`src/core_pkg.sv`:
```
package core_pkg;

	// widths fixed by RV64I
	typedef logic [63:0] xlen_t;
	typedef logic [63:0] addr_t;
	typedef logic [31:0] inst_t;
	typedef logic [4:0]  reg_idx_t;
	typedef logic [1:0]  alu_op_t;

	localparam alu_op_t ALU_ADD = 2'd0;
	localparam alu_op_t ALU_SUB = 2'd1;
	localparam alu_op_t ALU_AND = 2'd2;
	localparam alu_op_t ALU_OR  = 2'd3;

	// major opcodes
	localparam logic [6:0] OPC_OP     = 7'b0110011;
	localparam logic [6:0] OPC_OP_IMM = 7'b0010011;
	localparam logic [6:0] OPC_LOAD   = 7'b0000011;
	localparam logic [6:0] OPC_STORE  = 7'b0100011;

	// addi x0, x0, 0
	localparam inst_t NOP_INST = 32'h0000_0013;
	localparam addr_t RESET_PC = 64'h0;

	localparam logic [1:0] FWD_NONE = 2'd0;
	localparam logic [1:0] FWD_MEM  = 2'd1;
	localparam logic [1:0] FWD_WB   = 2'd2;

	typedef struct packed {
		logic    reg_write;
		logic    mem_read;
		logic    mem_write;
		logic    alu_src;
		logic    mem_to_reg;
		alu_op_t alu_op;
	} ctrl_t;

	typedef struct packed {
		inst_t inst;
		addr_t pc;
	} if_id_t;

	typedef struct packed {
		ctrl_t    ctrl;
		xlen_t    rs1_val;
		xlen_t    rs2_val;
		xlen_t    imm;
		reg_idx_t rs1;
		reg_idx_t rs2;
		reg_idx_t rd;
	} id_ex_t;

	typedef struct packed {
		logic     reg_write;
		logic     mem_read;
		logic     mem_write;
		logic     mem_to_reg;
		xlen_t    alu_out;
		xlen_t    store_data;
		reg_idx_t rd;
	} ex_mem_t;

	typedef struct packed {
		logic     reg_write;
		logic     mem_to_reg;
		xlen_t    alu_out;
		xlen_t    mem_data;
		reg_idx_t rd;
	} mem_wb_t;

endpackage

```
`src/decoder.sv`:
```
`timescale 1ns/1ps

module decoder import core_pkg::*; (
	input  inst_t    inst,
	output ctrl_t    ctrl,
	output reg_idx_t rs1,
	output reg_idx_t rs2,
	output reg_idx_t rd,
	output xlen_t    imm
);

	logic [6:0] opcode;
	logic [2:0] funct3;
	logic       uses_rs1;
	logic       uses_rs2;

	assign opcode = inst[6:0];
	assign funct3 = inst[14:12];

	always_comb begin
		ctrl     = '0;
		uses_rs1 = 1'b0;
		uses_rs2 = 1'b0;
		imm      = '0;
		case (opcode)
			OPC_OP: begin
				ctrl.reg_write = 1'b1;
				uses_rs1       = 1'b1;
				uses_rs2       = 1'b1;
				case (funct3)
					3'b111:  ctrl.alu_op = ALU_AND;
					3'b110:  ctrl.alu_op = ALU_OR;
					default: ctrl.alu_op = inst[30] ? ALU_SUB : ALU_ADD;
				endcase
			end
			OPC_OP_IMM: begin
				ctrl.reg_write = 1'b1;
				ctrl.alu_src   = 1'b1;
				ctrl.alu_op    = ALU_ADD;
				uses_rs1       = 1'b1;
				imm            = {{52{inst[31]}}, inst[31:20]};
			end
			OPC_LOAD: begin
				ctrl.reg_write  = 1'b1;
				ctrl.mem_read   = 1'b1;
				ctrl.mem_to_reg = 1'b1;
				ctrl.alu_src    = 1'b1;
				ctrl.alu_op     = ALU_ADD;
				uses_rs1        = 1'b1;
				imm             = {{52{inst[31]}}, inst[31:20]};
			end
			OPC_STORE: begin
				ctrl.mem_write = 1'b1;
				ctrl.alu_src   = 1'b1;
				ctrl.alu_op    = ALU_ADD;
				uses_rs1       = 1'b1;
				uses_rs2       = 1'b1;
				// S-type splits the offset around rd's slot
				imm            = {{52{inst[31]}}, inst[31:25], inst[11:7]};
			end
			default: ;
		endcase
	end

	// unused source fields read as x0 so they never cause a stall
	assign rs1 = uses_rs1 ? inst[19:15] : '0;
	assign rs2 = uses_rs2 ? inst[24:20] : '0;
	assign rd  = inst[11:7];

endmodule

```
`config.mk`:
```
export PLATFORM = sky130hd
export DESIGN_NAME = decoder
export DESIGN_NICKNAME = d
export VERILOG_FILES = /design/src/core_pkg.sv /design/src/decoder.sv
export SDC_FILE = /design/constraint.sdc
export NUM_CORES = 1
export LEC_CHECK = 0
export ABC_CLOCK_PERIOD_IN_PS = 2700
export BUFFER_PORTS_ARGS = -buffer_cell sky130_fd_sc_hd__buf_2
export CORE_UTILIZATION = 27
export DETAILED_ROUTE_END_ITERATION = 16
export PLACE_DENSITY = 0.81
export SYNTH_ARGS = -nofsm -noshare
export SYNTH_HDL_FRONTEND = slang
export SYNTH_SLANG_ARGS = --single-unit
```
`constraint.sdc`:
```
create_clock -name vclk -period 2.7
set_input_delay 0.405 -clock vclk [all_inputs]
set_output_delay 0.405 -clock vclk [all_outputs]
set_load 0.01 [all_outputs]
```
# == After elaboration in Yosys (flattened, before gate mapping) ==
# Cells that the tools add are included.
# word_totals
register_bits,0
latchBits,0
ramBits,0
mem_bits_ro,0
out_inout_bits,86
wordCells,23
mem_count,0
# op_classes
addsub,0
multipliers,0
div,0
order_cmp,0
eq_ne,6
n_shift,0
mux,12
n_bitwise,0
reduce_logical,5
# op_table
cell,count
case mux 64 bit (2 select lines),1
"== test 7 x 6 -> 1 bit, second input constant",2
two-way mux 5 bit,2
"== test 7 x 2 -> 1 bit, second input constant",1
"== test 7 x 5 -> 1 bit, second input constant",1
two-way mux 1 bit,7
"== test 3 bit, second input constant",2
OR reduction 3 bit,2
case mux 2 bit (2 select lines),1
OR reduction 2 bit,2
OR reduction 4 bit,1
two-way mux 2 bit,1

# == Longest topological paths before layout ==
# logic_depth
depth_word,4
depth_mapped,5
mapped_depth_nobuf,3

# == Least setup slack after synthesis ==
# OpenSTA, ideal clock, no wires.
# synth_path
kind,in2out
start,input inst[6]
end,output imm[12]
arrival_ns,2.446
required_time_ns,2.295
slack_ns,-0.151
path_stages,4
path_cell_list,nor4_2 -> clkbuf_1 -> and3_1 -> buf_4
# synth_between
elab_chain_len,3
word_cells_on_any_way,5
cone_classes,eq/ne (3); mux (1); reduce/logical (1)
# synth_lines
item,line,rtl
"start, declared",decoder.sv:4,"input inst_t inst,"
== test 7 x 2 -> 1 bit or == test 7 x 5 -> 1 bit (tied branches),decoder.sv:25,case (opcode)
OR reduction 2 bit (no source line),--,
case mux 64 bit (2 select lines) *,decoder.sv:25,
"end, declared",decoder.sv:9,output xlen_t imm
# Every way passes the cells marked *; elsewhere a longest branch is shown, timed or not.

==> results by group <==
Status
  – Outcome: completed

STA
  – Setup_tns: 0 ps
  – Worst-Margin Slew: 559.4 ps
  – Worst hold slack: about 1000 ps
  – Minimum clock period after layout: between 2000 and 2500 ps
  – RSZ-0062 raised after global routing: false
  – Fmax: between 400 and 500 MHz
  – Endpoints failing setup: 0
  – Final Hold Fails: 0
  – Slew headroom: 62.71%
  – Slew Limit Fails: 0
  – Fin crit share: slightly below 80%

Finish
  – Design area: 913.4 um2
  – Ant. Diodes: 0
  – Post-route insts no fill: 195
  – Share of layout cells above drive strength 1: 73.94%
  – Layout Utilization: ~37%
  – Clock buffers: 0
  – Num sequential: 0
  – Reg area: 0 um2
  – Nets@finish: slightly below 200
  – Synth-to-layout area growth: 26.08%
  – Commonest cells after routing, fill and taps aside: buf_2, and3_1, a21oi_1
  – Fillcell total: roughly 300
  – Most common cell after layout, fill and taps aside: buf_2

CTS
  – Post_cts resized: 0
  – Hold buffer count at cts: 0
  – Post-CTS Repair Setup Buffers: 0

Critical path
  – Setup crit end: ctrl[0]
  – Max FO, Critical Path: 10
  – Critical path class: input pin to output port
  – Worst path arrival time: 1730 ps
  – Crit path launch: inst[6]
  – Critical Path RT: 2300 ps
  – Critical Path Source Type: input pin
  – Crit path capture type: output port

Logic synthesis
  – Main combinational cell family by area after synthesis: buffers and inverters
  – Yosys top cell by area: buf_4
  – Register area share after synthesis: 0%
  – Synth Area in Simple Gates: 33.33%
  – Mean Syn Cell Area: 6.771 um2
  – Yosys cell types: 13
  – Multiplexer share of the synthesized area: 0%
  – Yosys top cell area share: 60.10%
  – Ranking of synthesized cells by area: buf_4, and3_1, and2_1
  – Ys Warns: 0
  – Compound-Gate Fraction of Synth Area: 4.836%
  – Synth Instances: 107
  – Adder and majority gate portion of the synthesized area: 0%
  – Synthesized area: about 720 um2
  – XOR/XNOR Fraction of Synth Area: 0%
  – Net Count, Synth: 139

Route
  – DRT antenna net count: 0
  – Final WL: 1679 um
  – DRC viols: 0
  – Via Count: 789
  – Vias/cell: approximately 4.0
  – Pre-antenna DRT Iters: 4
  – Routed WL per cell: roughly 8.6 um
  – Initial DRC Count: 10

Floorplanning
  – Initial Util: roughly 29%
  – Die Area: 0.002894 mm2
  – Core Rows: 18
  – Die X: 53.80 um
  – # IOs: roughly 120
  – Core Area: approximately 0.0025 mm2
  – Die Y: 53.80 um

Global route
  – First-pass GRT wire length: about 2100 um
  – Grt total ovfl: 0
  – Number of global-route vias before repair: 500
  – Total track usage: 9.117%
  – Initial antenna violation count: 0
  – Largest net degree at the start of global routing: 54

Pwr
  – Cell area power density: between 70 and 80 mW/mm2
  – Peak supply drop: 0.05400 mV
  – P_leak: 0.7384 nW

Placed design
  – Detailed placement HPWL: 1458 um
  – DP Cell Count: 195
  – GP Congestion: between 0.7 and 0.8
  – Port Buf Inserts: 118
  – DP Area: 913.4 um2

Hold path
  – HP Class: input pin to output port

Flow run
  – MaxCap Viol Count: 0
==> worst min path at each step <==
stage,end,slack [ps],depth (start not counted),start
2_1_floorplan,ctrl[2],870,1,inst[4]
5_1_grt,rd[3],1030,2,inst[10]
4_1_cts,rd[3],1010,2,inst[10]
3_5_place_dp,rd[3],1010,2,inst[10]
3_3_place_gp,rd[3],1010,2,inst[10]
6_report,rd[3],1010,2,inst[10]
==> cell families (layout without fill, tap and decap cells) <==
logic type | count (synthesis) | in the layout
AOI/OAI and AO/OA | 7 | 7
and+or+nand+nor | 39 | 39
buffers and inverters | 61 | 119
==> cell usage after synthesis <==
master,instances
nor2_1,6
clkbuf_1,2
nor4_2,1
a21oi_1,7
nor4_4,1
nor2b_1,6
buf_4,58
nor3_1,2
and3_1,13
and2_1,6
nand2_1,3
buf_2,1
or4_1,1
==> where the power goes <==
| group | total (mW) | internal [mW] | leakage [nW] | switching, mW |
|---|---|---|---|---|
| logic | 0.0659 | 0.0323 | 0.738 | 0.0336 |
| registers | 0 | 0 | 0 | 0 |
| clock network | 0 | 0 | 0 | 0 |
==> layout make-up <==
cell class         count  area [um2]  share of cell area, %
multi-input cells     46       277.8                  30.41
well taps             30       37.54                  4.110
repair buffers       119       598.1                  65.48
==> worst max-delay path: stages <==
cell and delay (ps):
buf_2 110, or4_1 730, nor4_4 320, buf_2 160
==> through the flow <==
stage	total power [mW]	setup slack (ps)
CTS	0.06624	525.6
global placement	0.06567	561.9
detailed placement	0.06595	525.0
floorplan	0.03997	305.9
finish	0.06590	568.9
global route	0.07391	357.5
==> routing by layer <==
metal,GRT usage [%],vias to the layer above,routed length [um]
met3,0.2825,0,240
met5,0,-,0
met2,17.28,66,831
met1,11.88,317,607
met4,0,0,0
li1,-,406,-
Note: power is estimated with default switching activity, not from simulation.
