$ cat config.mk
export PLATFORM = sky130hd
export DESIGN_NAME = reg_file
export DESIGN_NICKNAME = d
export VERILOG_FILES = /design/src/core_pkg.sv /design/src/reg_file.sv
export SDC_FILE = /design/constraint.sdc
export NUM_CORES = 2
export LEC_CHECK = 0
export BUFFER_PORTS_ARGS = -buffer_cell sky130_fd_sc_hd__buf_2
export CORE_ASPECT_RATIO = 1.4
export CORE_MARGIN = 1.5
export CORE_UTILIZATION = 60
export DETAILED_ROUTE_END_ITERATION = 10
export GPL_ROUTABILITY_DRIVEN = 0
export PLACE_DENSITY = 0.77
export SYNTH_ARGS = -nofsm -noshare
export SYNTH_HDL_FRONTEND = slang
export SYNTH_SLANG_ARGS = --single-unit
$ cat constraint.sdc
create_clock -name clk -period 3 [get_ports clk]
set_clock_uncertainty 0.15 [all_clocks]
set_input_delay 0.3 -clock clk [delete_from_list [all_inputs] [get_ports clk]]
set_output_delay 0.3 -clock clk [all_outputs]
set_load 0.05 [all_outputs]
$ cat src/core_pkg.sv
package core_pkg;

	// widths fixed by RV64I
	typedef logic [63:0] xlen_t;
	typedef logic [63:0] addr_t;
	typedef logic [31:0] inst_t;
	typedef logic [4:0]  reg_idx_t;
	typedef logic [1:0]  alu_op_t;

	localparam alu_op_t ALU_ADD = 2'd0;
	localparam alu_op_t ALU_SUB = 2'd1;
	localparam alu_op_t ALU_AND = 2'd2;
	localparam alu_op_t ALU_OR  = 2'd3;

	// major opcodes
	localparam logic [6:0] OPC_OP     = 7'b0110011;
	localparam logic [6:0] OPC_OP_IMM = 7'b0010011;
	localparam logic [6:0] OPC_LOAD   = 7'b0000011;
	localparam logic [6:0] OPC_STORE  = 7'b0100011;

	// addi x0, x0, 0
	localparam inst_t NOP_INST = 32'h0000_0013;
	localparam addr_t RESET_PC = 64'h0;

	localparam logic [1:0] FWD_NONE = 2'd0;
	localparam logic [1:0] FWD_MEM  = 2'd1;
	localparam logic [1:0] FWD_WB   = 2'd2;

	typedef struct packed {
		logic    reg_write;
		logic    mem_read;
		logic    mem_write;
		logic    alu_src;
		logic    mem_to_reg;
		alu_op_t alu_op;
	} ctrl_t;

	typedef struct packed {
		inst_t inst;
		addr_t pc;
	} if_id_t;

	typedef struct packed {
		ctrl_t    ctrl;
		xlen_t    rs1_val;
		xlen_t    rs2_val;
		xlen_t    imm;
		reg_idx_t rs1;
		reg_idx_t rs2;
		reg_idx_t rd;
	} id_ex_t;

	typedef struct packed {
		logic     reg_write;
		logic     mem_read;
		logic     mem_write;
		logic     mem_to_reg;
		xlen_t    alu_out;
		xlen_t    store_data;
		reg_idx_t rd;
	} ex_mem_t;

	typedef struct packed {
		logic     reg_write;
		logic     mem_to_reg;
		xlen_t    alu_out;
		xlen_t    mem_data;
		reg_idx_t rd;
	} mem_wb_t;

endpackage

$ cat src/reg_file.sv
`timescale 1ns/1ps

module reg_file import core_pkg::*; (
	input  logic     clk,
	input  logic     arst_n,
	input  reg_idx_t rs1,
	input  reg_idx_t rs2,
	output xlen_t    rs1_val,
	output xlen_t    rs2_val,
	input  logic     we,
	input  reg_idx_t wr_idx,
	input  xlen_t    wr_data
);

	xlen_t regs [32];
	logic  wr_ok;

	// x0 is never written, so it reads zero forever
	assign wr_ok = we && (wr_idx != '0);

	always_ff @(posedge clk or negedge arst_n) begin
		if (!arst_n) begin
			for (int i = 0; i < 32; i++) begin
				regs[i] <= '0;
			end
		end else if (wr_ok) begin
			regs[wr_idx] <= wr_data;
		end
	end

	// write-back in the same cycle wins over the stored value
	assign rs1_val = (wr_ok && wr_idx == rs1) ? wr_data : regs[rs1];
	assign rs2_val = (wr_ok && wr_idx == rs2) ? wr_data : regs[rs2];

endmodule

# After elaboration in Yosys (flattened, before gate mapping)
# Cells that the tools add are included.
# totals
register_bits,2048
input_bits,82
output_inout_bits,128
# classes
n_lt_le_gt_ge,4
n_eq_ne,2
muxes,11
n_bitwise,3
reduce_logical,5
# op_table
op,n
$bwmux 2048,1
$bmux 64 s5,2
$mux 64,7
$demux 64 s5,1
$ge 6x6->1 const B,3
$not 5->6,3
$eq 5x5->1,2
$lt 6x1->1 const B,1
$reduce_bool 5->1,1
$logic_and 1x1->1,4

# Depth between registers and ports, before layout
# depth
depth_word,6
depth_mapped,10
mapped_depth_nobuf,5

# Worst setup path after synthesis
# No wires, ideal clock.
# synth_path
kind,in2out
from,input port wr_idx[0]
to,output port rs1_val[62]
arrival_time_ns,2.795
t_required_ns,2.550
slack_ns,-0.245
cell_stages,8
n_path_buf,4
path_cell_list,buf_2 -> nor2_1 -> a21bo_1 -> or4_1 -> clkbuf_1 -> buf_2 -> buf_2 -> o21ai_0
# synth_via
elab_chain_len,4
# synth_lines
element,line_no,source
from (decl),reg_file.sv:11,"input reg_idx_t wr_idx,"
$reduce_bool 5->1,reg_file.sv:19,assign wr_ok = we && (wr_idx != '0);
$logic_and 1x1->1,reg_file.sv:19,
$logic_and 1x1->1 (*),reg_file.sv:32,assign rs1_val = (wr_ok && wr_idx == rs1) ? wr_data : regs[rs1];
$mux 64 (*),reg_file.sv:32,
to (decl),reg_file.sv:8,"output xlen_t rs1_val,"
# Mark *: on every way between the ends. The rest lies on a longest branch, timed or not.

# Worst setup path after layout
# layout_path
from,register regs[1844] (netlist bit)
to,output port rs2_val[52]
# layout_via
elab_chain_len,4
# layout_lines
element,line_no,source
from (decl),reg_file.sv:15,xlen_t regs [32];
"from (signal, indexed assignment)",reg_file.sv:27,regs[wr_idx] <= wr_data;
$bmux 64 s5,reg_file.sv:33,assign rs2_val = (wr_ok && wr_idx == rs2) ? wr_data : regs[rs2];
$mux 64 (not written as such) (2 in series),reg_file.sv:33,
$mux 64,reg_file.sv:33,
to (decl),reg_file.sv:9,"output xlen_t rs2_val,"
# No other way between the ends. The select of a mux whose other input is x is not followed.

==> parameters.txt <==
Parameter                              Value

Clock tree
  CTS tree ... built
  Clock root cell ... clkbuf_16
  # H-tree levels ... 4
  Number of clock buffers inserted by TritonCTS ... approximately 200
  Buffers from clock root to sink, at most ... 3
  Clock-pin slew reported for the worst setup and hold paths after clock tree synthesis ... 0.07 ns
  Clock sink count ... slightly above 2000
  Clock latency on the worst-skew pair ... 0.88 ns

Critical path
  CP endpoint kind ... output pin
  Setup slack, reg-to-reg ... 1.80 ns
  Required time worst endpoint ... about 2.6 ns
  R2r startpoint ... regs[1261]$_DFFE_PN0P_
  Biggest fanout along the worst timing path ... 2
  Critical Path, Cell by Cell ... mux4_2, mux2_2, a22oi_2, buf_4, nand4_1, o21a_1, buf_8
  Startpoint Class ... flop
  Critical R2R Capture ... regs[1261]$_DFFE_PN0P_
  Data arrival time of the critical path ... approximately 2.9 ns
  Slowest cell on crit path ... mux4_2
  Worst Reg-to-Reg Cells ... 3
  Class of the most critical setup path ... reg2out
  Slowest stage delay, CP ... about 0.47 ns

GRT
  Routing usage on met1 ... 51.24%
  Grt ovf ... 0
  First-pass GRT wire length ... between 500 and 600 mm
  Via count of the first global-routing pass ... 81220
  Met2 GRT Util ... ~62%
  Most Crowded Layer GR ... met2
  Initial antenna violation count ... 30
  Overall global routing resource usage ... 41.27%
  Global routing met3 resource utilization ... 14.65%
  Maximum number of pins on one net before global-route repair ... 146

Synthesis
  Post-synth EDFFs ... 0
  Post-synthesis area per instance ... 14.75 µm²
  Synth Net Count ... 7464
  Mapped Cells ... 7382
  Syn Std Cell Area ... 108900 µm²
  Synth area leader ... dfrtp_1
  Proportion of synthesized chip area in sequential cells ... 47.06%
  Post-synth top area share ... 47.06%
  Flops & latches, synth ... 2048
  Largest cells by area after synthesis ... dfrtp_1, mux2_2, mux4_2, mux2i_1, clkbuf_1
  Netlist cell types ... 50
  Async set or reset register ratio after synthesis ... 100.0%
  Ys Warns ... 0
  Dominant register cell in the synthesized netlist ... dfrtp_1

Final layout
  Final net count ... 7791
  Fin util ... 71.90%
  Post-route cell area ... approximately 130000 µm²
  Flip-flop count of the largest register after layout ... slightly above 2000
  Leading cell types in the layout, fill and taps excluded ... dfrtp_1, mux2_2, mux4_2
  Largest registers in the final layout ... regs: 2048 flops
  Area growth syn-to-layout ... 18.87%
  Most common cell after layout, fill and taps aside ... dfrtp_1
  Register name with the most flops ... regs
  Fraction of layout cells with a size suffix above 1 ... approximately 60%

Floorplan
  Core area ... approximately 180000 µm²
  Number of rows created at floorplan ... 184
  Die height ... 507.1 µm
  Floorplan die width ... approximately 360 µm
  Effective utilization at floorplan ... 60.49%
  Number of ports placed on the die boundary ... 210
  Die area ... 184100 µm²

Hold path
  Sink of the worst hold path ... regs[1832]$_DFFE_PN0P_
  HP Start ... wr_data[40]
  Cell depth of the worst hold path ... 2
  Hold/Removal Path Class ... in2reg

Run status
  Run status ... finished with violations
  Violations in the final reports ... negative setup slack

Placement
  Placed instance area ... roughly 120000 µm²
  Count of input and output buffers ... 209
  Placed wire-length estimate after detailed placement ... 228.3 mm
  Pre-CTS worst setup slack ... -0.3980 ns

Timing
  Setup TNS Final ... -9.555 ns
  Transition at the pin with the smallest max-transition slack ... 1.270 ns
  Final critical-path share of the clock period ... 111.7%
  Slack of the critical path ... -0.3499 ns
  Setup violators final ... 94
  Count of pins over their slew limit ... 0
  Slew margin rel. ... 15.17%
  Final hold slack ... between 0.04 and 0.05 ns
  Maximum operating frequency ... ~300 MHz
  RSZ-0062 raised after global routing ... yes
  Clock period minus worst slack ... 3.350 ns
  Final hold vios ... 0

Routing
  Final antenna-violating net count ... 0
  Post-route DRC violation count ... 0
  Number of vias per cell after detailed routing ... 7.528
  Via count of the routed design ... 77590
  Detailed Routing Iterations Pass 1 ... 5
  First-iteration detailed-routing DRC count ... between 10000 and 15000
  Wire per inst ... 36.69 µm
  Total Wirelength ... 378.1 mm

Pwr
  Power density relative to cell area ... 664.0 nW/µm²
  IR Drop Worst-Case VDD ... 0.5887 mV
  Leak pwr ... 55.80 nW

Run
  Max capacitance violation total ... 0
[repair_timing]
action | CTS | global route
endpoints found under the hold margin | 3772 | 0
setup endpoints to repair | 123 | 125
gates cloned | 0 | 1
gates resized for setup | 519 | 228
hold buffers | 62 | 0
buffers inserted | 126 | 48
pin swaps | 252 | 153
[layout make-up]
type	instances	area [µm²]
timing repair buffer	1010	11580
antenna	12	30.03
sequential	2048	51250
multi-input combinational	4444	56450
fill	10880	50580
inverter	9	38.79
clock buffer	276	5734
tap	2418	3025
clock inverter	89	1340
[worst max-delay path: cells and delay by family, from the launching register on]
kind	cells	cell delay [ns]
muxes	2	0.76
DFF	1	0.40
AOI/OAI and AO/OA	2	0.40
buffers and inverters	2	0.34
and+or+nand+nor	1	0.11
[per-stage QoR]
step,std cells,power (mW)
3_5_place_dp,9736,56.13
5_1_grt,10300,88.55
6_report,10310,85.96
2_1_floorplan,7382,49.26
3_3_place_gp,9736,55.02
4_1_cts,10260,84.75
[kinds of logic (layout without fill, tap and decap cells)]
| logic type | count (synthesis) | count (layout) | share of synthesized area [%] |
|---|---|---|---|
| mux | 3187 | 3187 | 41.89 |
| simple gates | 327 | 327 | 1.355 |
| xor+xnor | 10 | 10 | 0.08043 |
| buf+inv | 890 | 1384 | 3.847 |
| flops | 2048 | 2048 | 47.06 |
| compound gates | 920 | 920 | 5.763 |
| other cells | 0 | 12 | 0 |
[routing by layer]
layer  routed length (µm)  vias to the layer above  share of wire (%)
li1                     -                    29380                  -
met1               128200                    40700                 34
met2               171900                     5723                 45
met3                48730                     1749                 13
met4                28990                       32                7.7
met5                  244                        -              0.065
[worst max path at each step]
stage / startpoint / end / slack, ns
2_1_floorplan: rs1[2] / rs1_val[53] / 0.007
3_3_place_gp: wr_idx[2] / rs1_val[61] / -0.41
3_5_place_dp: wr_idx[2] / rs1_val[61] / -0.40
4_1_cts: regs[1140]$_DFFE_PN0P_ / rs2_val[52] / -0.29
5_1_grt: regs[1332]$_DFFE_PN0P_ / rs2_val[52] / -0.36
6_report: regs[1844]$_DFFE_PN0P_ / rs2_val[52] / -0.35
[cell usage after synthesis, types with 18 or more instances]
cell type / count
o21ai_0: 118
buf_1: 19
mux4_2: 895
mux2i_1: 275
o22a_1: 29
a22oi_1: 151
nor2_1: 118
buf_6: 42
o32ai_1: 18
a22o_1: 39
o21a_1: 25
mux2_2: 2017
o22ai_1: 148
nand2_1: 93
buf_4: 63
o221ai_1: 140
clkbuf_1: 520
dfrtp_1: 2048
buf_2: 236
a21oi_1: 168
a31oi_1: 33
a211oi_1: 26
nand3_1: 41
[where the power goes]
group / switching [mW] / internal, mW / total, mW
combinational: 9.53 / 12.0 / 21.5
clock: 11.4 / 16.0 / 27.4
sequential: 4.17 / 32.9 / 37.0
(Power assumes the default switching activity.)
