--- src/core_pkg.sv ---
package core_pkg;

	// widths fixed by RV64I
	typedef logic [63:0] xlen_t;
	typedef logic [63:0] addr_t;
	typedef logic [31:0] inst_t;
	typedef logic [4:0]  reg_idx_t;
	typedef logic [1:0]  alu_op_t;

	localparam alu_op_t ALU_ADD = 2'd0;
	localparam alu_op_t ALU_SUB = 2'd1;
	localparam alu_op_t ALU_AND = 2'd2;
	localparam alu_op_t ALU_OR  = 2'd3;

	// major opcodes
	localparam logic [6:0] OPC_OP     = 7'b0110011;
	localparam logic [6:0] OPC_OP_IMM = 7'b0010011;
	localparam logic [6:0] OPC_LOAD   = 7'b0000011;
	localparam logic [6:0] OPC_STORE  = 7'b0100011;

	// addi x0, x0, 0
	localparam inst_t NOP_INST = 32'h0000_0013;
	localparam addr_t RESET_PC = 64'h0;

	localparam logic [1:0] FWD_NONE = 2'd0;
	localparam logic [1:0] FWD_MEM  = 2'd1;
	localparam logic [1:0] FWD_WB   = 2'd2;

	typedef struct packed {
		logic    reg_write;
		logic    mem_read;
		logic    mem_write;
		logic    alu_src;
		logic    mem_to_reg;
		alu_op_t alu_op;
	} ctrl_t;

	typedef struct packed {
		inst_t inst;
		addr_t pc;
	} if_id_t;

	typedef struct packed {
		ctrl_t    ctrl;
		xlen_t    rs1_val;
		xlen_t    rs2_val;
		xlen_t    imm;
		reg_idx_t rs1;
		reg_idx_t rs2;
		reg_idx_t rd;
	} id_ex_t;

	typedef struct packed {
		logic     reg_write;
		logic     mem_read;
		logic     mem_write;
		logic     mem_to_reg;
		xlen_t    alu_out;
		xlen_t    store_data;
		reg_idx_t rd;
	} ex_mem_t;

	typedef struct packed {
		logic     reg_write;
		logic     mem_to_reg;
		xlen_t    alu_out;
		xlen_t    mem_data;
		reg_idx_t rd;
	} mem_wb_t;

endpackage

--- src/execute_stage.sv ---
`timescale 1ns/1ps

module execute_stage import core_pkg::*; (
	input  id_ex_t      id_ex,
	input  logic [1:0]  fwd_a,
	input  logic [1:0]  fwd_b,
	input  xlen_t       mem_fwd,
	input  xlen_t       wb_fwd,
	output xlen_t       alu_out,
	output xlen_t       store_data
);

	xlen_t op_a;
	xlen_t op_b_reg;
	xlen_t op_b;

	always_comb begin
		case (fwd_a)
			FWD_MEM: op_a = mem_fwd;
			FWD_WB:  op_a = wb_fwd;
			default: op_a = id_ex.rs1_val;
		endcase
	end

	// forwarded rs2 also feeds the store data path
	always_comb begin
		case (fwd_b)
			FWD_MEM: op_b_reg = mem_fwd;
			FWD_WB:  op_b_reg = wb_fwd;
			default: op_b_reg = id_ex.rs2_val;
		endcase
	end

	assign op_b       = id_ex.ctrl.alu_src ? id_ex.imm : op_b_reg;
	assign store_data = op_b_reg;

	always_comb begin
		case (id_ex.ctrl.alu_op)
			ALU_SUB: alu_out = op_a - op_b;
			ALU_AND: alu_out = op_a & op_b;
			ALU_OR:  alu_out = op_a | op_b;
			default: alu_out = op_a + op_b;
		endcase
	end

endmodule

--- config.mk ---
export PLATFORM = sky130hd
export DESIGN_NAME = execute_stage
export DESIGN_NICKNAME = d
export VERILOG_FILES = /design/src/core_pkg.sv /design/src/execute_stage.sv
export SDC_FILE = /design/constraint.sdc
export NUM_CORES = 1
export LEC_CHECK = 0
export BUFFER_PORTS_ARGS = -buffer_cell sky130_fd_sc_hd__buf_2
export CAP_MARGIN = 20
export CORE_AREA = 5 5 180 182
export DETAILED_ROUTE_END_ITERATION = 6
export DIE_AREA = 0 0 185 187
export PLACE_DENSITY = 0.66
export RECOVER_POWER = 100
export SETUP_SLACK_MARGIN = 0.15
export SLEW_MARGIN = 20
export SYNTH_ARGS = -nofsm -noshare
export SYNTH_HDL_FRONTEND = slang
export SYNTH_SLANG_ARGS = --single-unit
--- constraint.sdc ---
create_clock -name vclk -period 14
set_input_delay 1.4 -clock vclk [all_inputs]
set_output_delay 1.4 -clock vclk [all_outputs]
set_load 0.02 [all_outputs]
Word level (Yosys, flattened, before mapping):

Cells that the tools add are included.

* word-level logic and storage cells: 15
* flip-flop bits (word level): 0
* bits of input ports: 346

* equality and inequality tests: 7
* bitwise gates (word level): 2
* add/subtract/negate cells: 2
* mux-type cells: 4

Operators with widths (count)
* $pmux W64 S2: 2
* $pmux W64 S3: 1
* $add A64 B64 Y64: 1
* $and A64 B64 Y64: 1
* $mux W64: 1
* $or A64 B64 Y64: 1
* $sub A64 B64 Y64: 1
* $eq A2 B2 Y1 const B: 4
* $eq A2 B1 Y1 const B: 3

Logic depth before layout (Yosys ltp):

Gate-level depths: netlist of run 1.

* depth after elaboration: 5
* mapped depth: 32
* depth with buffers taken out: 26

Worst setup path before layout of run 1:

OpenSTA, ideal clock, no wires.

* kind: input -> output
* from: input port id_ex[210] (netlist name)
* to: output port alu_out[61]
* buffers on the path: 10
* setup slack: 4.643 ns
* data required time: 12.600 ns
* arrival time: 7.957 ns
* stages: 31
* cell sequence: buf_2 buf_4 buf_2 buf_2 buf_2 buf_2 buf_2 buf_1 buf_1 mux2i_1 ha_1 o221ai_1 o21bai_1 nand2b_1 nor3_1 and2_1 nand3_1 nand2_1 xor2_1 ha_1 clkbuf_1 a21o_1 a21o_1 a21o_1 a21o_1 a21o_1 a21o_1 a41o_1 a311oi_1 xor2_1 o21ai_0

* longest elaborated chain between the ends: 3

Ends and longest elaborated chain
* start: declaration: RTL line execute_stage.sv:4 `input id_ex_t id_ex,`
* $mux W64 (*): RTL line execute_stage.sv:34 `assign op_b = id_ex.ctrl.alu_src ? id_ex.imm : op_b_reg;`
* $add A64 B64 Y64, or another cell as far along: RTL line execute_stage.sv:42 `default: alu_out = op_a + op_b;`
* $pmux W64 S3 (*): RTL line execute_stage.sv:38 `case (id_ex.ctrl.alu_op)`
* end: declaration: RTL line execute_stage.sv:9 `output xlen_t alu_out,`

Mark *: on every way between the ends. The rest lies on a longest branch, timed or not.

Final worst setup path of run 1:

* from: input port fwd_b[0]
* to: output port alu_out[63]

* longest elaborated chain between the ends: 5

Ends and longest elaborated chain
* start: declaration: RTL line execute_stage.sv:6 `input logic [1:0] fwd_b,`
* $eq A2 B2 Y1 or $eq A2 B1 Y1 (tied branches): RTL line execute_stage.sv:27 `case (fwd_b)`
* $pmux W64 S2 (*): RTL line execute_stage.sv:27
* $mux W64 (*): RTL line execute_stage.sv:34
* $add A64 B64 Y64, or another cell as far along: RTL line execute_stage.sv:42
* $pmux W64 S3 (*): RTL line execute_stage.sv:38

Marked as above.

==> results of run 1 <==
## area by class of cell
type / instances / share of cell area (%)
tap: 396 / 3.86
antenna: 3 / 0.0584
inverter: 36 / 1.05
multi-input combinational: 1486 / 77.2
timing repair buffer: 476 / 17.8
## power groups by stage
stage	sequential, W	combinational, W	clock (W)
finish	0	0.00102	0.0000000000287
global route	0	0.00110	0.0000000000191
CTS	0	0.00102	0
detailed placement	0	0.00102	0
global placement	0	0.00101	0
floorplan	0	0.000700	0
## worst min-delay path, cell delays in order
cell and delay (ns):
buf_2 0.07, nand2_1 0.04, o21ai_0 0.08, buf_2 0.17
## path summary, 6_finish.rpt
check	end	depth (start not counted)	start	slack [ns]
worst max-delay path	alu_out[63]	26	fwd_b[0]	2.15
worst min-delay path	store_data[49]	4	id_ex[128]	3.17
## cell usage after synthesis, types with 15 or more instances
master | count | area, µm²
mux2_2 | 44 | 495
inv_1 | 36 | 135
a221oi_1 | 21 | 184
clkbuf_1 | 72 | 270
nand2b_1 | 20 | 125
maj3_1 | 59 | 591
nor3_1 | 27 | 135
a21oi_1 | 91 | 455
buf_1 | 16 | 60.1
a21o_1 | 45 | 338
o21bai_1 | 15 | 113
buf_2 | 25 | 125
nand3_1 | 22 | 110
and2_1 | 15 | 93.8
nor2_1 | 105 | 394
nor2b_1 | 27 | 169
nand2_1 | 256 | 961
xor2_1 | 50 | 438
a22oi_1 | 106 | 796
o31ai_1 | 31 | 233
ha_1 | 84 | 1050
nand4_1 | 18 | 113
xnor2_1 | 70 | 613
o21ai_0 | 201 | 1010
## metal layers
| metal | part of all wire (%) | track usage [%] |
|---|---|---|
| met5 | 0.092 | 0 |
| met4 | 3.2 | 7.65 |
| met3 | 9.2 | 5.70 |
| met2 | 46 | 46.1 |
| met1 | 41 | 36.2 |
## stage by stage
step / cells / util (%)
after global routing: 2396 / 42.2
final: 2397 / 42.2
after floorplan: 1641 / -
after global placement: 2393 / 42.8
after detailed placement: 2393 / 42.8
after CTS: 2393 / 42.8
## cells by family (layout without fill, tap and decap cells)
family | Yosys count | in the layout | synth area share (%)
fa+ha+maj | 144 | 144 | 15.7
compound gates | 629 | 629 | 39.2
buf+inv | 155 | 512 | 6.16
other cells | 0 | 3 | 0
simple gates | 541 | 541 | 23.5
mux | 52 | 52 | 5.46
xor+xnor | 120 | 120 | 9.95
==> metrics.yaml, run 1 <==
die:
  ios: 474
  initial_core_util_pct: 34.7
  rows: 64
  die_h_um: 187
  dieWidth_um: 185
  core_um2: 30400
  die_area_um2: 34600
finish:
  area_growth_syn_to_layout_pct: 21.6
  seq_area_um2: 0
  final_common_cell: "buf_2"
  seq_cell_count: 0
  multi_input_area_um2: 9920
  nets: 2431
  fillerInstances: 3373
  layout_common_cells: "buf_2, nand2_1, o21ai_0, clkbuf_1, a22oi_1"
  layout-drive-gt1-share_pct: 21.9
  nClkBuffers: 0
  finalInstanceArea_um2: 12800
routing:
  drc: 0
  antenna_left: 0
  vias: 14376
  postRouteWirelength_um: 52400
  vias_per_cell: 6.00
  wl_per_cell_um: 21.9
  first_iter_violations: 1134
  firstDrtPassIters: 5
sta:
  worst_pin_slew_ns: 2.29
  rsz0062_at_grt: "false"
  tns_ns: 0
  hold-worst-slack_ns: 3.17
  finalHoldViolCount: 0
  fin_crit_ns: 11.85
  max_slew_margin_pct: -52.4
  setup_viol: 0
  maxSlewViolCount: 140
  max_freq_mhz: 84.4
  setup_ws_ns: 2.15
  fin_crit_sh_pct: 84.7
synth:
  syn_area_um2: 10600
  yosys.cell_types.count: 82
  syn_inst: 1641
  yosysWarnings: 0
  syn_nets: 2072
  synth_seq_area_share_pct: 0
  syn_avg_cell_area_um2: 6.44
worst_setup_path:
  max_stage_delay_ns: 1.82
  cp_common_cell: "o21ai_0"
  crit_buf_inv: 4
  worstSetupEndpointType: "primary output"
  critPathLaunchType: "primary input"
  crit_path_top_delay_cell: "ha_1"
  cp.required_ns: 12.60
  crit_type: "primary input to primary output"
  path_delay_family: "compound AO/OA/AOI/OAI gates"
  crit_fanout: 73
  crit_arrival_ns: 10.45
power_and_ir_drop:
  ir_drop_mv: 0.0284
  powerDensity_nw_per_um2: 79.1
  p_leak_nw: 5.71
  p_sw_share_pct: 64.0
  comb_power_share_pct: 100.0
  p_sw_w: 0.000650
  intPower_w: 0.000366
  seqPwrFrac_pct: 0
  clockPowerShare_pct: 0
  power_w: 0.00102
placed_design:
  dp_hpwl_um: 42800
  gp_congestion: 0.952
  portBuffers: 455
  dpl_worst_slack_ns: 3.70
  place_area_um2: 13000
global_routing:
  grt_first_pass_wirelength_um: 77600
  grt_max_degree: 74
  grt_pass1_vias: 13642
  grt_antenna_before_repair: 6
  overflow: 0
  track_usage_pct: 27.7
clock_tree:
  ctsHoldBuffers: 0
  post-cts-setup-buffer-count: 0
  cts_resized: 0
hold_path:
  worstHoldPathType: "primary input to primary output"
outcome:
  status: "complete, but fails checks"
  violations: "max-capacitance violations, max-slew violations"
flow_run:
  drv_cap: 3
Power figures use the tool's default switching activity.
==> run 2: changes to the inputs <==
Settings changed: CORE_AREA 5 5 180 182 to 5 5 182 184, DIE_AREA 0 0 185 187 to 0 0 187 189, PLACE_DENSITY 0.66 to 0.67.
Clock period 14 ns to 10.3 ns, I/O delays scaled along.
==> metrics.yaml, run 2 (synthesis gave the netlist of run 1 again) <==
finish:
  area_growth_syn_to_layout_pct: 22.2
  finalInstanceArea_um2: 12900
  seq_cell_count: 0
  seq_area_um2: 0
  final_common_cell: "buf_2"
  nClkBuffers: 0
  utilization_pct: 41.3
  layout_common_cells: "buf_2, nand2_1, o21ai_0, clkbuf_1, a22oi_1"
  nets: 2433
  layout-drive-gt1-share_pct: 22.0
placed_design:
  dpl_worst_slack_ns: 1.08
  dp_hpwl_um: 45000
  portBuffers: 455
  place_area_um2: 13100
  gp_congestion: 0.939
die:
  initial_core_util_pct: 33.8
  ios: 474
  die_h_um: 189
  rows: 65
  core_um2: 31200
  die_area_um2: 35300
  dieWidth_um: 187
sta:
  setup_ws_ns: 0.644
  fin_crit_ns: 9.66
  rsz0062_at_grt: "false"
  tns_ns: 0
  worst_pin_slew_ns: 1.13
  finalHoldViolCount: 0
  max_slew_margin_pct: 24.1
  fin_crit_sh_pct: 93.7
  maxSlewViolCount: 0
  max_freq_mhz: 104
  setup_viol: 0
power_and_ir_drop:
  p_sw_w: 0.000892
  powerDensity_nw_per_um2: 108
  clockPowerShare_pct: 0
  p_sw_share_pct: 64.1
  ir_drop_mv: 0.0503
  p_leak_nw: 5.74
  intPower_w: 0.000500
  seqPwrFrac_pct: 0
  comb_power_share_pct: 100.0
hold_path:
  min_from: "id_ex[118]"
  whs_endpoint: "store_data[39]"
  hold_path_depth: 4
  worstHoldPathType: "primary input to primary output"
routing:
  firstDrtPassIters: 7
  first_iter_violations: 1173
  antenna_left: 0
  drc: 0
  vias: 14368
  postRouteWirelength_um: 54200
  wl_per_cell_um: 22.5
  vias_per_cell: 5.97
worst_setup_path:
  crit_fanout: 28
  crit_arrival_ns: 8.63
  cp.required_ns: 9.27
  critPathLaunchType: "primary input"
  worstSetupEndpointType: "primary output"
  crit_type: "primary input to primary output"
global_routing:
  grt_first_pass_wirelength_um: 80900
  use_met3_pct: 4.33
  track_usage_pct: 28.1
  grt-busiest-layer: "met2"
  grt_antenna_before_repair: 8
  grt_max_degree: 117
  overflow: 0
  met1_usage_pct: 36.4
  grt_pass1_vias: 13884
  use_met2_pct: 50.2
clock_tree:
  post-cts-setup-buffer-count: 0
  cts_resized: 0
  ctsHoldBuffers: 0
outcome:
  status: "finished, final reports clean"
flow_run:
  drv_cap: 0
-- run 2: final cells by class --
class / instances / area [µm²]
multi-input cells: 1486 / 9930
repair buffers: 478 / 2330
fillers: 3492 / 18300
well taps: 402 / 503
diodes: 4 / 10.0
inverters: 36 / 135
-- run 2: how the worst max path moves through the flow --
stage	startpoint	endpoint	slack (ns)	cells past startpoint
2_1_floorplan	id_ex[210]	alu_out[61]	1.68	31
3_3_place_gp	fwd_b[0]	alu_out[54]	1.23	24
3_5_place_dp	fwd_b[0]	alu_out[54]	1.08	24
4_1_cts	fwd_b[0]	alu_out[54]	1.05	24
5_1_grt	fwd_b[1]	alu_out[54]	0.28	24
6_report	fwd_b[1]	alu_out[54]	0.64	24
-- run 2: worst max-delay path, cell delays in order --
cell,delay (ns)
buf_2,0.11
inv_1,0.05
ha_2,0.42
clkbuf_1,0.55
a221o_1,0.55
a221oi_1,0.38
o221ai_1,0.21
o21bai_1,0.26
nand2b_1,0.21
nor3_1,0.90
a31oi_1,0.21
xnor2_1,0.20
ha_1,0.47
nand4_1,0.21
nor4_1,0.30
o21ai_0,0.20
nand3_1,0.15
a21oi_1,0.15
o41ai_1,0.84
a21boi_0,0.31
o21bai_1,0.25
xnor2_1,0.09
o21ai_0,0.31
buf_2,0.24
-- run 2: metrics by stage --
| step | power [W] | cells | hold WS (ns) |
|---|---|---|---|
| floorplan | 0.000952 | 1641 | 2.23 |
| global placement | 0.00139 | 2402 | 2.42 |
| detailed placement | 0.00139 | 2402 | 2.42 |
| CTS | 0.00140 | 2402 | 2.42 |
| global route | 0.00151 | 2404 | 2.47 |
| finish | 0.00139 | 2406 | 2.45 |
-- run 2: per-layer routing --
| layer | part of all wire [%] | up-vias |
|---|---|---|
| met3 | 6.9 | 70 |
| met4 | 2.0 | 10 |
| met2 | 48 | 657 |
| met1 | 43 | 6816 |
| li1 | - | 6815 |
| met5 | 0.090 | - |
-- run 2: power by group through the flow --
stage                     registers, W  logic [W]  clock network [W]
final                                0    0.00139    0.0000000000522
after CTS                            0    0.00140                  0
after floorplan                      0   0.000952                  0
after global placement               0    0.00139                  0
after global routing                 0    0.00151    0.0000000000260
after detailed placement             0    0.00139                  0
