$ cat src/core_pkg.sv
package core_pkg;

	// widths fixed by RV64I
	typedef logic [63:0] xlen_t;
	typedef logic [63:0] addr_t;
	typedef logic [31:0] inst_t;
	typedef logic [4:0]  reg_idx_t;
	typedef logic [1:0]  alu_op_t;

	localparam alu_op_t ALU_ADD = 2'd0;
	localparam alu_op_t ALU_SUB = 2'd1;
	localparam alu_op_t ALU_AND = 2'd2;
	localparam alu_op_t ALU_OR  = 2'd3;

	// major opcodes
	localparam logic [6:0] OPC_OP     = 7'b0110011;
	localparam logic [6:0] OPC_OP_IMM = 7'b0010011;
	localparam logic [6:0] OPC_LOAD   = 7'b0000011;
	localparam logic [6:0] OPC_STORE  = 7'b0100011;

	// addi x0, x0, 0
	localparam inst_t NOP_INST = 32'h0000_0013;
	localparam addr_t RESET_PC = 64'h0;

	localparam logic [1:0] FWD_NONE = 2'd0;
	localparam logic [1:0] FWD_MEM  = 2'd1;
	localparam logic [1:0] FWD_WB   = 2'd2;

	typedef struct packed {
		logic    reg_write;
		logic    mem_read;
		logic    mem_write;
		logic    alu_src;
		logic    mem_to_reg;
		alu_op_t alu_op;
	} ctrl_t;

	typedef struct packed {
		inst_t inst;
		addr_t pc;
	} if_id_t;

	typedef struct packed {
		ctrl_t    ctrl;
		xlen_t    rs1_val;
		xlen_t    rs2_val;
		xlen_t    imm;
		reg_idx_t rs1;
		reg_idx_t rs2;
		reg_idx_t rd;
	} id_ex_t;

	typedef struct packed {
		logic     reg_write;
		logic     mem_read;
		logic     mem_write;
		logic     mem_to_reg;
		xlen_t    alu_out;
		xlen_t    store_data;
		reg_idx_t rd;
	} ex_mem_t;

	typedef struct packed {
		logic     reg_write;
		logic     mem_to_reg;
		xlen_t    alu_out;
		xlen_t    mem_data;
		reg_idx_t rd;
	} mem_wb_t;

endpackage

$ cat src/fetch_stage.sv
`timescale 1ns/1ps

module fetch_stage import core_pkg::*; (
	input  logic   clk,
	input  logic   arst_n,
	input  logic   stall,
	input  inst_t  imem_rdata,
	output addr_t  imem_addr,
	output if_id_t if_id
);

	addr_t pc;

	// pc drives the fetch address and the word comes back in the same cycle
	always_ff @(posedge clk or negedge arst_n) begin
		if (!arst_n) begin
			pc <= RESET_PC;
		end else if (!stall) begin
			pc <= pc + 64'd4;
		end
	end

	// IF/ID starts out as a nop so decode sees no spurious work
	always_ff @(posedge clk or negedge arst_n) begin
		if (!arst_n) begin
			if_id.inst <= NOP_INST;
			if_id.pc   <= RESET_PC;
		end else if (!stall) begin
			if_id.inst <= imem_rdata;
			if_id.pc   <= pc;
		end
	end

	assign imem_addr = pc;

endmodule

$ cat config.mk
export PLATFORM = sky130hd
export DESIGN_NAME = fetch_stage
export DESIGN_NICKNAME = d
export VERILOG_FILES = /design/src/core_pkg.sv /design/src/fetch_stage.sv
export SDC_FILE = /design/constraint.sdc
export NUM_CORES = 1
export LEC_CHECK = 0
export BUFFER_PORTS_ARGS = -buffer_cell sky130_fd_sc_hd__buf_2
export CAP_MARGIN = 0
export CORE_MARGIN = 2
export CORE_UTILIZATION = 50
export DETAILED_ROUTE_END_ITERATION = 10
export HOLD_SLACK_MARGIN = 0.06
export PLACE_DENSITY = 0.78
export SETUP_SLACK_MARGIN = 0.3
export SYNTH_ARGS = -nofsm -noshare
export SYNTH_HDL_FRONTEND = slang
export SYNTH_SLANG_ARGS = --single-unit
export TNS_END_PERCENT = 50
$ cat constraint.sdc
create_clock -name clk -period 1.95 [get_ports clk]
set_input_delay 0.2925 -clock clk [delete_from_list [all_inputs] [get_ports clk]]
set_output_delay 0.2925 -clock clk [all_outputs]
set_load 0.02 [all_outputs]
; ---- After elaboration in Yosys (flattened, before gate mapping)
; Cells that the tools add are included.
; Widths: inputs -> output; s select.
[totals]
mem_bits_ro = 0
output_inout_bits = 160
ramBits = 0
reg_bits = 160
mem_count = 0
latchBits = 0
wordCells = 4
[classes]
div_mod_pow = 0
addsub = 1
n_eq_ne = 0
n_shift = 0
order_cmp = 0
muxes = 0
n_mul = 0
n_bitwise = 0
reduce_logical = 0
[op_table]
columns = operator, n
row1 = $add 64x3->64 const B, 1

; ---- Longest topological paths before layout
; Gate-level depths: netlist of the first run.
[depth]
ltp_word = 1
ltp_mapped = 7
ltp_nobuf = 5

; ---- Least setup slack after synthesis of the first run
; OpenSTA, ideal clock, no wires.
[synth_timing]
kind = register -> register
start = register pc[9] (netlist: imem_addr[9])
end = register pc[39] (netlist: imem_addr[39])
path_buffers = 1
required_ps = 1818
arrival_time_ps = 1772
stages_incl_launch_ff = 7
setup_time_ps = 132
setup_slack_ps = 46
synth_period_minus_slack_ps = 1904
path_cell_list = dfrtp_1 > and4_2 > nand2_2 > nor4_4 > buf_6 > nand3_2 > xnor2_1
[synth_via]
elab_chain_cells = 1
[synth_rtl]
columns = item, line_no
row1 = "start, declared", fetch_stage.sv:12  ; addr_t pc;
row2 = "start signal, assigned", fetch_stage.sv:19  ; pc <= pc + 64'd4;
row3 = $add 64x3->64, fetch_stage.sv:19
; Every way passes these cells.
; A chain may end at the register's enable or synchronous reset.

; ---- Worst setup path after layout of the first run
[layout_timing]
start = register pc[6] (netlist: imem_addr[6])
end = register pc[30] (netlist: imem_addr[30])
; Same word-level chain as after synthesis.

==> results of run 1 <==
==> cells by family after synthesis <==
group,Yosys count
buf+inv,18
mux,93
fa+ha+maj,1
xor+xnor,61
flops,156
simple gates,120
compound gates,2
other cells,1
==> Yosys cell counts, types with 2 or more instances <==
| master | instances |
|---|---|
| xor2_1 | 11 |
| and3_1 | 12 |
| dfrtp_1 | 153 |
| nor3_1 | 6 |
| dfstp_2 | 3 |
| nand3_2 | 6 |
| clkbuf_1 | 9 |
| nor4_1 | 2 |
| nand3_1 | 20 |
| buf_4 | 4 |
| and2_1 | 3 |
| mux2_2 | 93 |
| nand2_1 | 21 |
| and2_2 | 3 |
| and4_1 | 3 |
| and4_2 | 5 |
| nor4_4 | 2 |
| xnor2_1 | 50 |
| nor2_1 | 8 |
| nand4_1 | 19 |
| buf_6 | 2 |
==> worst max-delay path: stages, from the launching register on <==
cell     delay [ps]
dfrtp_2         370
and4b_2         290
buf_6           130
nand2_4          70
nor4_4          280
buf_6           200
nand4_1         130
xnor2_1         140
==> layer usage <==
metal | share of wire (%) | GRT usage, % | vias up
li1 | - | - | 2107
met3 | 5.4 | 6.849 | 30
met4 | 2.1 | 8.471 | 0
met2 | 51 | 37.42 | 149
met5 | 0 | 0 | -
met1 | 42 | 27.19 | 2314
==> placed cells by master, fill, tap and decap left out, drive strengths merged <==
cell	count
clkinv	2
buf	243
inv	1
nor2	9
xor2	11
conb	4
mux2	93
dlygate4sd3	1
ha	1
and4b	1
clkbuf	27
nor3	6
and2	6
and3	13
nand2b	1
a21o	1
xnor2	50
nand4	20
and4	9
nor2b	1
nor4	5
nand3	26
o21ai	1
dfrtp	153
dfstp	3
bufinv	4
nand2	22
or2	1
==> area by class of cell <==
class                           instances  area [um2]  area share (%)
Clock buffer                           26       529.3           6.026
Clock inverter                          6       130.1           1.481
Inverter                                1       3.754         0.04274
Multi-Input combinational cell        281        2477           28.21
Sequential cell                       156        3946           44.93
Tap cell                              172       215.2           2.450
Timing Repair Buffer                  245        1481           16.87
==> per-stage QoR <==
stage,TNS (ps),utilization (%),setup WS (ps)
2_1_floorplan,0,-,139.1
3_3_place_gp,0,61.34,57.31
3_5_place_dp,-1.583,61.34,-1.583
4_1_cts,0,69.20,229.2
5_1_grt,0,70.17,130.9
6_report,0,70.17,229.8
==> sequential cells by signal, indices dropped and copies added, names as in the netlist <==
register and flops:
if_id 94, imem_addr 62
==> repair_timing <==
| item | 4_1_cts | 5_1_grt |
|---|---|---|
| buffers inserted | 35 | 6 |
| hold buffers | 1 | 0 |
| endpoints found under the setup margin | 38 | 44 |
| pin swaps | 10 | 8 |
| gates resized for setup | 9 | 11 |
| hold endpoints to repair | 153 | 0 |
| cloned | 1 | 1 |
==> power groups by stage <==
stage          clock (W)  combinational, W  sequential, W
4_1_cts          0.00367           0.00113        0.00358
3_3_place_gp           0          0.000992        0.00364
2_1_floorplan          0          0.000330        0.00390
6_report         0.00362           0.00112        0.00358
5_1_grt          0.00382           0.00120        0.00360
3_5_place_dp           0           0.00101        0.00367
==> path summary, 6_finish.rpt <==
| check | cells after the start | end | from |
|---|---|---|---|
| worst min register to register | 1 | if_id[4]$_DFFE_PN0N_ | if_id[4]$_DFFE_PN0N_ |
| worst max-delay path | 7 | imem_addr[30]$_DFFE_PN0N_ | imem_addr[6]$_DFFE_PN0N_ |
| worst max register to register | 7 | imem_addr[30]$_DFFE_PN0N_ | imem_addr[6]$_DFFE_PN0N_ |
| min in group asynchronous | 3 | imem_addr[17]$_DFFE_PN0N_ | arst_n |
| worst min-delay path | 2 | if_id[87]$_DFFE_PN0N_ | imem_rdata[23] |
| max in group asynchronous | 3 | if_id[64]$_DFFE_PN1N_ | arst_n |
==> flow_summary.ini, run 1 <==
[cts]
cts_buffers = 17
htreeDepth = 4
clock_sinks = 156
root_buffer = clkbuf_16
clockBufferDepth = 2
clk_pin_slew_ps = 60
insertion_delay_ps = 420
cts_tree = done

[die]
core_area_um2 = 12520
io_pins = 195
die_h_um = 116.9
rows = 41
initial_core_util_pct = 50.95
die_x_um = 116.9
fp.dieArea_um2 = 13670

[synth]
async_flop_share_pct = 100.0
ys_top_cells_by_area = dfrtp_1, mux2_2, xnor2_1
synth_compound_area_share_pct = 0.1962
syn_inst = 452
syn_area_um2 = 6377
yosysSeqAreaShare_pct = 61.27
synth_area_leader_cell = dfrtp_1
synthSimpleGateAreaFrac_pct = 11.93
synth-xor-area-share_pct = 8.377
ys_types = 38
ys_seq_elements = 156
synth_top_family_by_area = multiplexers
yosysTopAreaCellShare_pct = 60.04
synthMuxAreaShare_pct = 16.42
synth_edf_count = 0
synth_ff_type = dfrtp_1
avgSynthCellArea_um2 = 14.11
synth_warnings = 0
synth_fa_ha_area_share_pct = 0.1962

[route]
vias = 4600
wl_per_cell_um = 16.55
ant_nets = 0
route.detailed.drc = 0
dr.pass1.iters = 7
drt_iter0_markers = 251
drt_wl_total_mm = 14.68
via_per_inst = 5.186

[timing]
hold_slack_ps = 105.5
rsz0062_at_grt = true
fmax_mhz = 581.3
finalHoldViolations = 0
worst-slew-pin-transition_ps = 515.2
setup_viol = 0
worst_clock_skew_ps = 8.559
period_minus_slack_ps = 1720
maxSlewViolCount = 0
max_slew_margin_pct = 65.65
fin_crit_sh_pct = 88.22

[layout]
fin_cells = 887
nFillCells = 895
fin_nets = 738
n_antenna_cell = 0
area_delta_synth_final_pct = 37.73
fin_area_um2 = 8783
drive_gt1_share_pct = 60.98

[placed_design]
dpl.cell_count = 811
place_area_um2 = 7677
dp_hpwl_mm = 9.618
finalWeightedCongestion = 0.8192
numPortBuffers = 190

[setup_path]
endpoint_kind = register
critPathKind = register to register
path_max_fanout = 10
worstPathArrival_ps = 2030
worstPathRequired_ps = 2260
worst_setup_path_start_kind = register
r2r_setup_slack_ps = 230

[power]
combPwrFrac_pct = 13.5
p_seq_share_pct = 43.0
power.total_w = 0.008315
sw_frac_of_total_pct = 24.32
vdd_drop_max_mv = 0.5720
p_leak_nw = 4.633
p_sw_w = 0.002022
clkPwrFrac_pct = 43.5
p_per_area_nw_per_um2 = 946.7
power.internal_w = 0.006293

[global_route]
grt_pass1_wl_mm = 23.09
grt_max_degree = 100
grt_pass1_vias = 4592
grt_remaining_overflow = 0
antenna_found_initial = 0
grt_usage_pct = 22.27

[status]
status = finished clean

[run]
max-cap-violations = 0

[hold_path]
hp-class = input port to register
Note: power is estimated with default switching activity, not from simulation.
==> run 2, diff against run 1 <==
- SETUP_SLACK_MARGIN: 0.3 -> default
==> run 2 against run 1 <==
First-iteration DRC count down 6.0%. Routed wire length down 4.8%. Largest power group is now registers. Critical endpoint is now imem_addr[57]$_DFFE_PN0N_. Die area unchanged. Via count down 4.8%.
==> flow_summary.ini, run 2 (same netlist as run 1, synthesis figures left out) <==
[cts]
clock_sinks = 156
cts_buffers = 17
cts_tree = done
htreeDepth = 4
cts.repair.resized = 0
clk_pin_slew_ps = 60
root_buffer = clkbuf_16
clockBufferDepth = 2
insertion_delay_ps = 420

[layout]
final_cell_mix = buf_2, dfrtp_1, mux2_2, xnor2_1, buf_4
largest_reg_flops = 94
fin_area_um2 = 8333
fin_nets = 712
n_antenna_cell = 0
layout_commonest_cell = buf_2
area_delta_synth_final_pct = 30.67
drive_gt1_share_pct = 53.05
regMostFlops = if_id

[die]
core_area_um2 = 12520
die_h_um = 116.9
fp.dieArea_um2 = 13670
rows = 41
io_pins = 195
die_x_um = 116.9
initial_core_util_pct = 50.95

[setup_path]
worst_path_max_delay_cell = dfrtp_1
endpoint_kind = register
worstPathArrival_ps = 2080
cp_top_family = simple AND/OR/NAND/NOR gates
max_stage_delay_ps = 410
critPathKind = register to register
worstPathRequired_ps = 2260
crit_chain = and4_2, nand4_4, nor4_4, buf_12, nand4_1, xnor2_1
cp.buffers_inverters = 1
worst_setup_path_start_kind = register
r2r_setup_slack_ps = 170
path_max_fanout = 17

[power]
vdd_drop_max_mv = 0.4688
p_leak_nw = 4.397
p_per_area_nw_per_um2 = 951.4

[timing]
max_slew_margin_pct = 65.92
fmax_mhz = 562.8
finalHoldViolations = 0
tns_ps = 0
setup_viol = 0
worst-slew-pin-transition_ps = 511.1
period_minus_slack_ps = 1777
maxSlewViolCount = 0
rsz0062_at_grt = false
fin_crit_sh_pct = 91.11
worst_clock_skew_ps = 6.835

[route]
ant_nets = 0
drt_wl_total_mm = 13.98
wl_per_cell_um = 16.25
via_per_inst = 5.093
route.detailed.drc = 0
dr.pass1.iters = 4
vias = 4380
drt_iter0_markers = 236

[placed_design]
numPortBuffers = 190
finalWeightedCongestion = 0.8076
dp_hpwl_mm = 10.10
place_area_um2 = 7729

[global_route]
grt_max_degree = 100
grt_pass1_vias = 4425
grt_remaining_overflow = 0
grt_pass1_wl_mm = 22.14
grt_usage_pct = 21.42
antenna_found_initial = 0

[run]
max-cap-violations = 0

[hold_path]
hp-class = input port to register

[status]
status = finished clean
-- run 2: changes by cell type in the layout (fill, tap and decap cells not counted), moves of 3 or more --
| cell | change |
|---|---|
| and4_2 | +5 |
| buf_6 | -5 |
| nand2_4 | -4 |
| dfrtp_2 | -31 |
| clkbuf_8 | -4 |
| nand2_1 | +3 |
| dfrtp_1 | +31 |
| buf_4 | -19 |
| and4_4 | -6 |
-- run 2: stage by stage --
stage	utilization (%)	hold WS (ps)	total power, W	instances	setup slack (ps)
finish	66.57	103.7	0.007928	860	173.3
global route	66.57	86.37	0.008251	860	34.17
CTS	66.57	83.16	0.007998	860	166.3
detailed placement	61.75	126.9	0.004681	828	137.6
global placement	61.75	123.5	0.004644	828	187.6
floorplan	-	-3.091	0.004209	455	46.33
-- run 2: layout make-up --
| cell class | instances | area [um2] |
|---|---|---|
| Clock buffer | 24 | 481.7 |
| Tap cell | 172 | 215.2 |
| Timing Repair Buffer | 219 | 1230 |
| Fill cell | 924 | 4184 |
| Inverter | 1 | 3.754 |
| Clock inverter | 7 | 112.6 |
| Multi-Input combinational cell | 281 | 2382 |
| Sequential cell | 156 | 3908 |
-- run 2: worst paths after layout --
| path | to | depth (start not counted) | from |
|---|---|---|---|
| max | imem_addr[57]$_DFFE_PN0N_ | 6 | imem_addr[15]$_DFFE_PN0N_ |
| min | if_id[85]$_DFFE_PN0N_ | 2 | imem_rdata[21] |
| max reg2reg | imem_addr[57]$_DFFE_PN0N_ | 6 | imem_addr[15]$_DFFE_PN0N_ |
| min reg2reg | if_id[4]$_DFFE_PN0N_ | 1 | if_id[4]$_DFFE_PN0N_ |
| max in group asynchronous | if_id[42]$_DFFE_PN0N_ | 3 | arst_n |
| min in group asynchronous | if_id[93]$_DFFE_PN0N_ | 2 | arst_n |
-- run 2: metal layers --
layer  up-vias  part of all wire, %  global-route usage [%]
met4         0                  1.5                   7.451
met3        18                  6.8                   7.261
met1      2181                   42                   26.47
met5         -                    0                       0
li1       2036                    -                       -
met2       145                   49                   35.45
-- run 2: what timing repair did --
action                                 in CTS  in global routing
setup buffers                               0                  0
hold buffers                                1                  0
endpoints found under the hold margin     155                  0
-- run 2: report_power, final --
group	internal, W	switching (W)	total (W)
combinational	0.000424	0.000620	0.00104
sequential	0.00344	0.000126	0.00357
clock	0.00210	0.00121	0.00331
total	0.00597	0.00196	0.00793
